--- src/axi_arb_ctrl.sv ---
// AXI two-master grant control
`timescale 1ns/1ns

module axi_arb_ctrl (
  input  logic i_aclk,
  input  logic i_arst_n,
  input  logic i_a_awvalid,
  input  logic i_b_awvalid,
  input  logic i_a_arvalid,
  input  logic i_b_arvalid,
  input  logic i_s_awready,
  input  logic i_s_arready,
  input  logic i_s_bvalid,
  input  logic i_s_bready,
  output logic o_aw_gnt,  // 0 for a, 1 for b
  output logic o_ar_gnt,
  output logic o_w_own,
  output logic o_wr_busy
);

  logic aw_lock;
  logic aw_gnt_q;
  logic aw_req;
  logic aw_hs;
  logic ar_lock;
  logic ar_gnt_q;
  logic ar_req;
  logic ar_hs;

  // --------------------------------------------------
  // Priority to a while unlocked
  assign o_aw_gnt = aw_lock ? aw_gnt_q : (~i_a_awvalid & i_b_awvalid);
  assign aw_req   = o_aw_gnt ? i_b_awvalid : i_a_awvalid;
  assign aw_hs    = aw_req & ~o_wr_busy & i_s_awready;

  assign o_ar_gnt = ar_lock ? ar_gnt_q : (~i_a_arvalid & i_b_arvalid);
  assign ar_req   = o_ar_gnt ? i_b_arvalid : i_a_arvalid;
  assign ar_hs    = ar_req & i_s_arready;

  always_ff @(posedge i_aclk or negedge i_arst_n) begin
    if (!i_arst_n) begin
      aw_lock   <= 1'b0;
      aw_gnt_q  <= 1'b0;
      ar_lock   <= 1'b0;
      ar_gnt_q  <= 1'b0;
      o_w_own   <= 1'b0;
      o_wr_busy <= 1'b0;
    end else begin
      aw_lock  <= aw_req & ~aw_hs;  // Pending request keeps its grant
      aw_gnt_q <= o_aw_gnt;
      ar_lock  <= ar_req & ~ar_hs;
      ar_gnt_q <= o_ar_gnt;

      // W beats follow the AW winner until B
      if (aw_hs) begin
        o_w_own   <= o_aw_gnt;
        o_wr_busy <= 1'b1;
      end else if (i_s_bvalid && i_s_bready) begin
        o_wr_busy <= 1'b0;
      end
    end
  end

endmodule

--- config.mk ---
export PLATFORM = sky130hd
export DESIGN_NAME = axi_arb_ctrl
export DESIGN_NICKNAME = d
export VERILOG_FILES = /design/src/axi_arb_ctrl.sv
export SDC_FILE = /design/constraint.sdc
export NUM_CORES = 1
export LEC_CHECK = 0
export ABC_AREA = 1
export BUFFER_PORTS_ARGS = -buffer_cell sky130_fd_sc_hd__buf_4
export CELL_PAD_IN_SITES_DETAIL_PLACEMENT = 0
export CELL_PAD_IN_SITES_GLOBAL_PLACEMENT = 1
export CORE_AREA = 2 2 39 41
export DETAILED_ROUTE_END_ITERATION = 12
export DIE_AREA = 0 0 41 43
export PLACE_DENSITY_LB_ADDON = 0.15
export SYNTH_ARGS = -nofsm -noshare
export SYNTH_HDL_FRONTEND = slang
export SYNTH_SLANG_ARGS = --single-unit
--- constraint.sdc ---
create_clock -name i_aclk -period 2.4 [get_ports i_aclk]
set_input_delay 0.24 -clock i_aclk [delete_from_list [all_inputs] [get_ports i_aclk]]
set_output_delay 0.24 -clock i_aclk [all_outputs]
set_load 0.1 [all_outputs]
==> out/results.ini <==
[timing]
finalWorstSetupSlack_ns=0.989
setup_viol=0
max_slew_margin_pct=81.5
rsz0062_at_grt=false
min_period_over_period_pct=58.8
clock-skew-final_ns=0.00355
fmaxAchievable_mhz=709
min_period_ns=1.41
fin_setup_tns_ns=0
hold_viol_final=0
final-max-slew-violation-count=0
worstMarginPinSlew_ns=0.279
holdWs_ns=0.145

[drt]
vias=261
firstDrtPassIters=4
wl_per_cell_um=9.15
final_antenna_net_count=0
wirelength_um=604
drc=0
vias_per_cell=3.95
first_iter_violations=2

[yosys]
synthMuxAreaShare_pct=0
ys_ff_latch=6
synth_nets=43
syn-cell-area_um2=270
ys_warn_count=0
syn-instance-count=33
synth_seq_area_share_pct=55.6
synth_top_family_by_area=simple AND/OR/NAND/NOR gates
synthXorXnorAreaFrac_pct=0
synth.avg_cell_area_um2=8.19
ys_types=12
synthAdderAreaFrac_pct=0
synth_compound_area_share_pct=10.6
synth_simple_gate_area_share_pct=25.5

[cts]
clkLatencyLatePin_ns=0.24
cts_buffer_depth=2
htree_levels=1
cts_tree=done
clkSinkCount=6
path_clk_slew_ns=0.05
cts_resized=0
cts_buffers=3
cts-root-buf=clkbuf_4

[grt]
antenna_found_initial=0
grt-ovfl-total=0
grt_start_max_net_pins=7
track_usage_pct=8.30
grt_pass1_vias=266
grt_pass1_wl_um=959

[worst_setup_path]
criticalPathCategory=register to output pin
cp.required_ns=2.16
start_kind=register
reg2reg_from=aw_lock
cp-end-kind=output pin
crit_start=aw_lock
arrival_ns=1.17
worst-path-max-fanout=3

[power]
leakage_nw=0.228
peakVddDrop_mv=0.407
power.density_mw_per_mm2=1250
finalPower_mw=0.524

[place]
place_ws_ns=1.19
place_congestion=0.595
port_buffers=13
detailed_place.area_um2=388
hpwl_um=475

[die]
initial_core_util_pct=19.5
ios=14
core_mm2=0.00138
die_area_mm2=0.00176
die_w_um=41
rows=14
die_y_um=43

[finish]
area_growth_pct=55.6
layout-drive-gt1-share_pct=38.0
diodes=0
design_area_um2=420
final_nets=62

[worst_hold_path]
hp-start=i_s_arready
hp-class=primary input to register

[status]
status=finished clean

[job]
drv_cap=0

## registers in the layout, indices dropped and copies added (netlist names)
signal / count
ar_gnt_q: 1
ar_lock: 1
aw_gnt_q: 1
aw_lock: 1
o_w_own: 1
o_wr_busy: 1
## timing repair
item	4_1_cts	5_1_grt
endpoints found under the setup margin	0	0
endpoints found under the hold margin	6	0
hold buffers	1	0
buffers inserted	0	0
## cells by family (layout without fill, tap and decap cells)
group                  Yosys count  in the layout
AOI/OAI and AO/OA                5              5
buffers and inverters            6             23
DFF                              6              6
and+or+nand+nor                 16             16
## cells in the mapped netlist
master / count / area share (%)
dfrtp_1: 6 / 56
and2_1: 1 / 2.3
o21ai_2: 1 / 3.2
inv_1: 4 / 5.6
o21ai_0: 1 / 1.9
nand3b_1: 1 / 2.8
a21oi_1: 2 / 3.7
nand2_1: 11 / 15
o21ai_1: 1 / 1.9
nand3_1: 2 / 3.7
nor2_1: 1 / 1.4
inv_2: 2 / 2.8
## per-layer routing
layer | vias to the layer above | GRT usage (%) | routed length [um]
met2 | 8 | 12.5 | 313
li1 | 137 | - | -
met4 | 0 | 6.00 | 0
met1 | 116 | 8.91 | 257
met3 | 0 | 3.14 | 33
met5 | - | 0 | 0
## cells in the final DEF (no fill, tap or decap)
cell type / count
a21oi_1: 2
and2_1: 1
buf_4: 13
clkbuf_4: 3
dfrtp_1: 6
dlygate4sd3_1: 1
inv_1: 4
inv_2: 2
nand2_1: 11
nand3_1: 2
nand3b_1: 1
nor2_1: 1
o21ai_0: 1
o21ai_1: 1
o21ai_2: 1
## worst paths after layout
check | endpoint | slack (ns) | cells past startpoint
max reg2reg | o_w_own | 1.46 | 6
max in group asynchronous | ar_gnt_q | 1.93 | 2
min reg2reg | o_w_own | 0.50 | 2
max | o_aw_gnt | 0.99 | 3
min in group asynchronous | aw_lock | 0.36 | 2
min | ar_lock | 0.15 | 2
## power breakdown
group          internal, mW  total [mW]  switching, mW
clock network        0.0566      0.0928         0.0362
logic                0.0621       0.285          0.223
registers             0.131       0.146         0.0151
total                 0.250       0.524          0.274
## worst max-delay path, stage by stage (launching register included)
cell     delay [ns]
dfrtp_1        0.38
nand2_1        0.08
and2_1         0.17
buf_4          0.30
## cell type report
cell class / count / area (um^2)
fill: 155 / 963
sequential: 6 / 150
timing repair buffer: 14 / 108
multi-input combinational: 21 / 97.6
clock buffer: 3 / 22.5
inverter: 6 / 22.5
tap: 16 / 20.0
## metrics by stage
step	instances	utilization, %
floorplan	33	-
global route	66	30.4
CTS	66	30.4
detailed placement	62	28.0
global placement	62	28.0
finish	66	30.4
No activity file was read; power rests on OpenSTA's default activity.
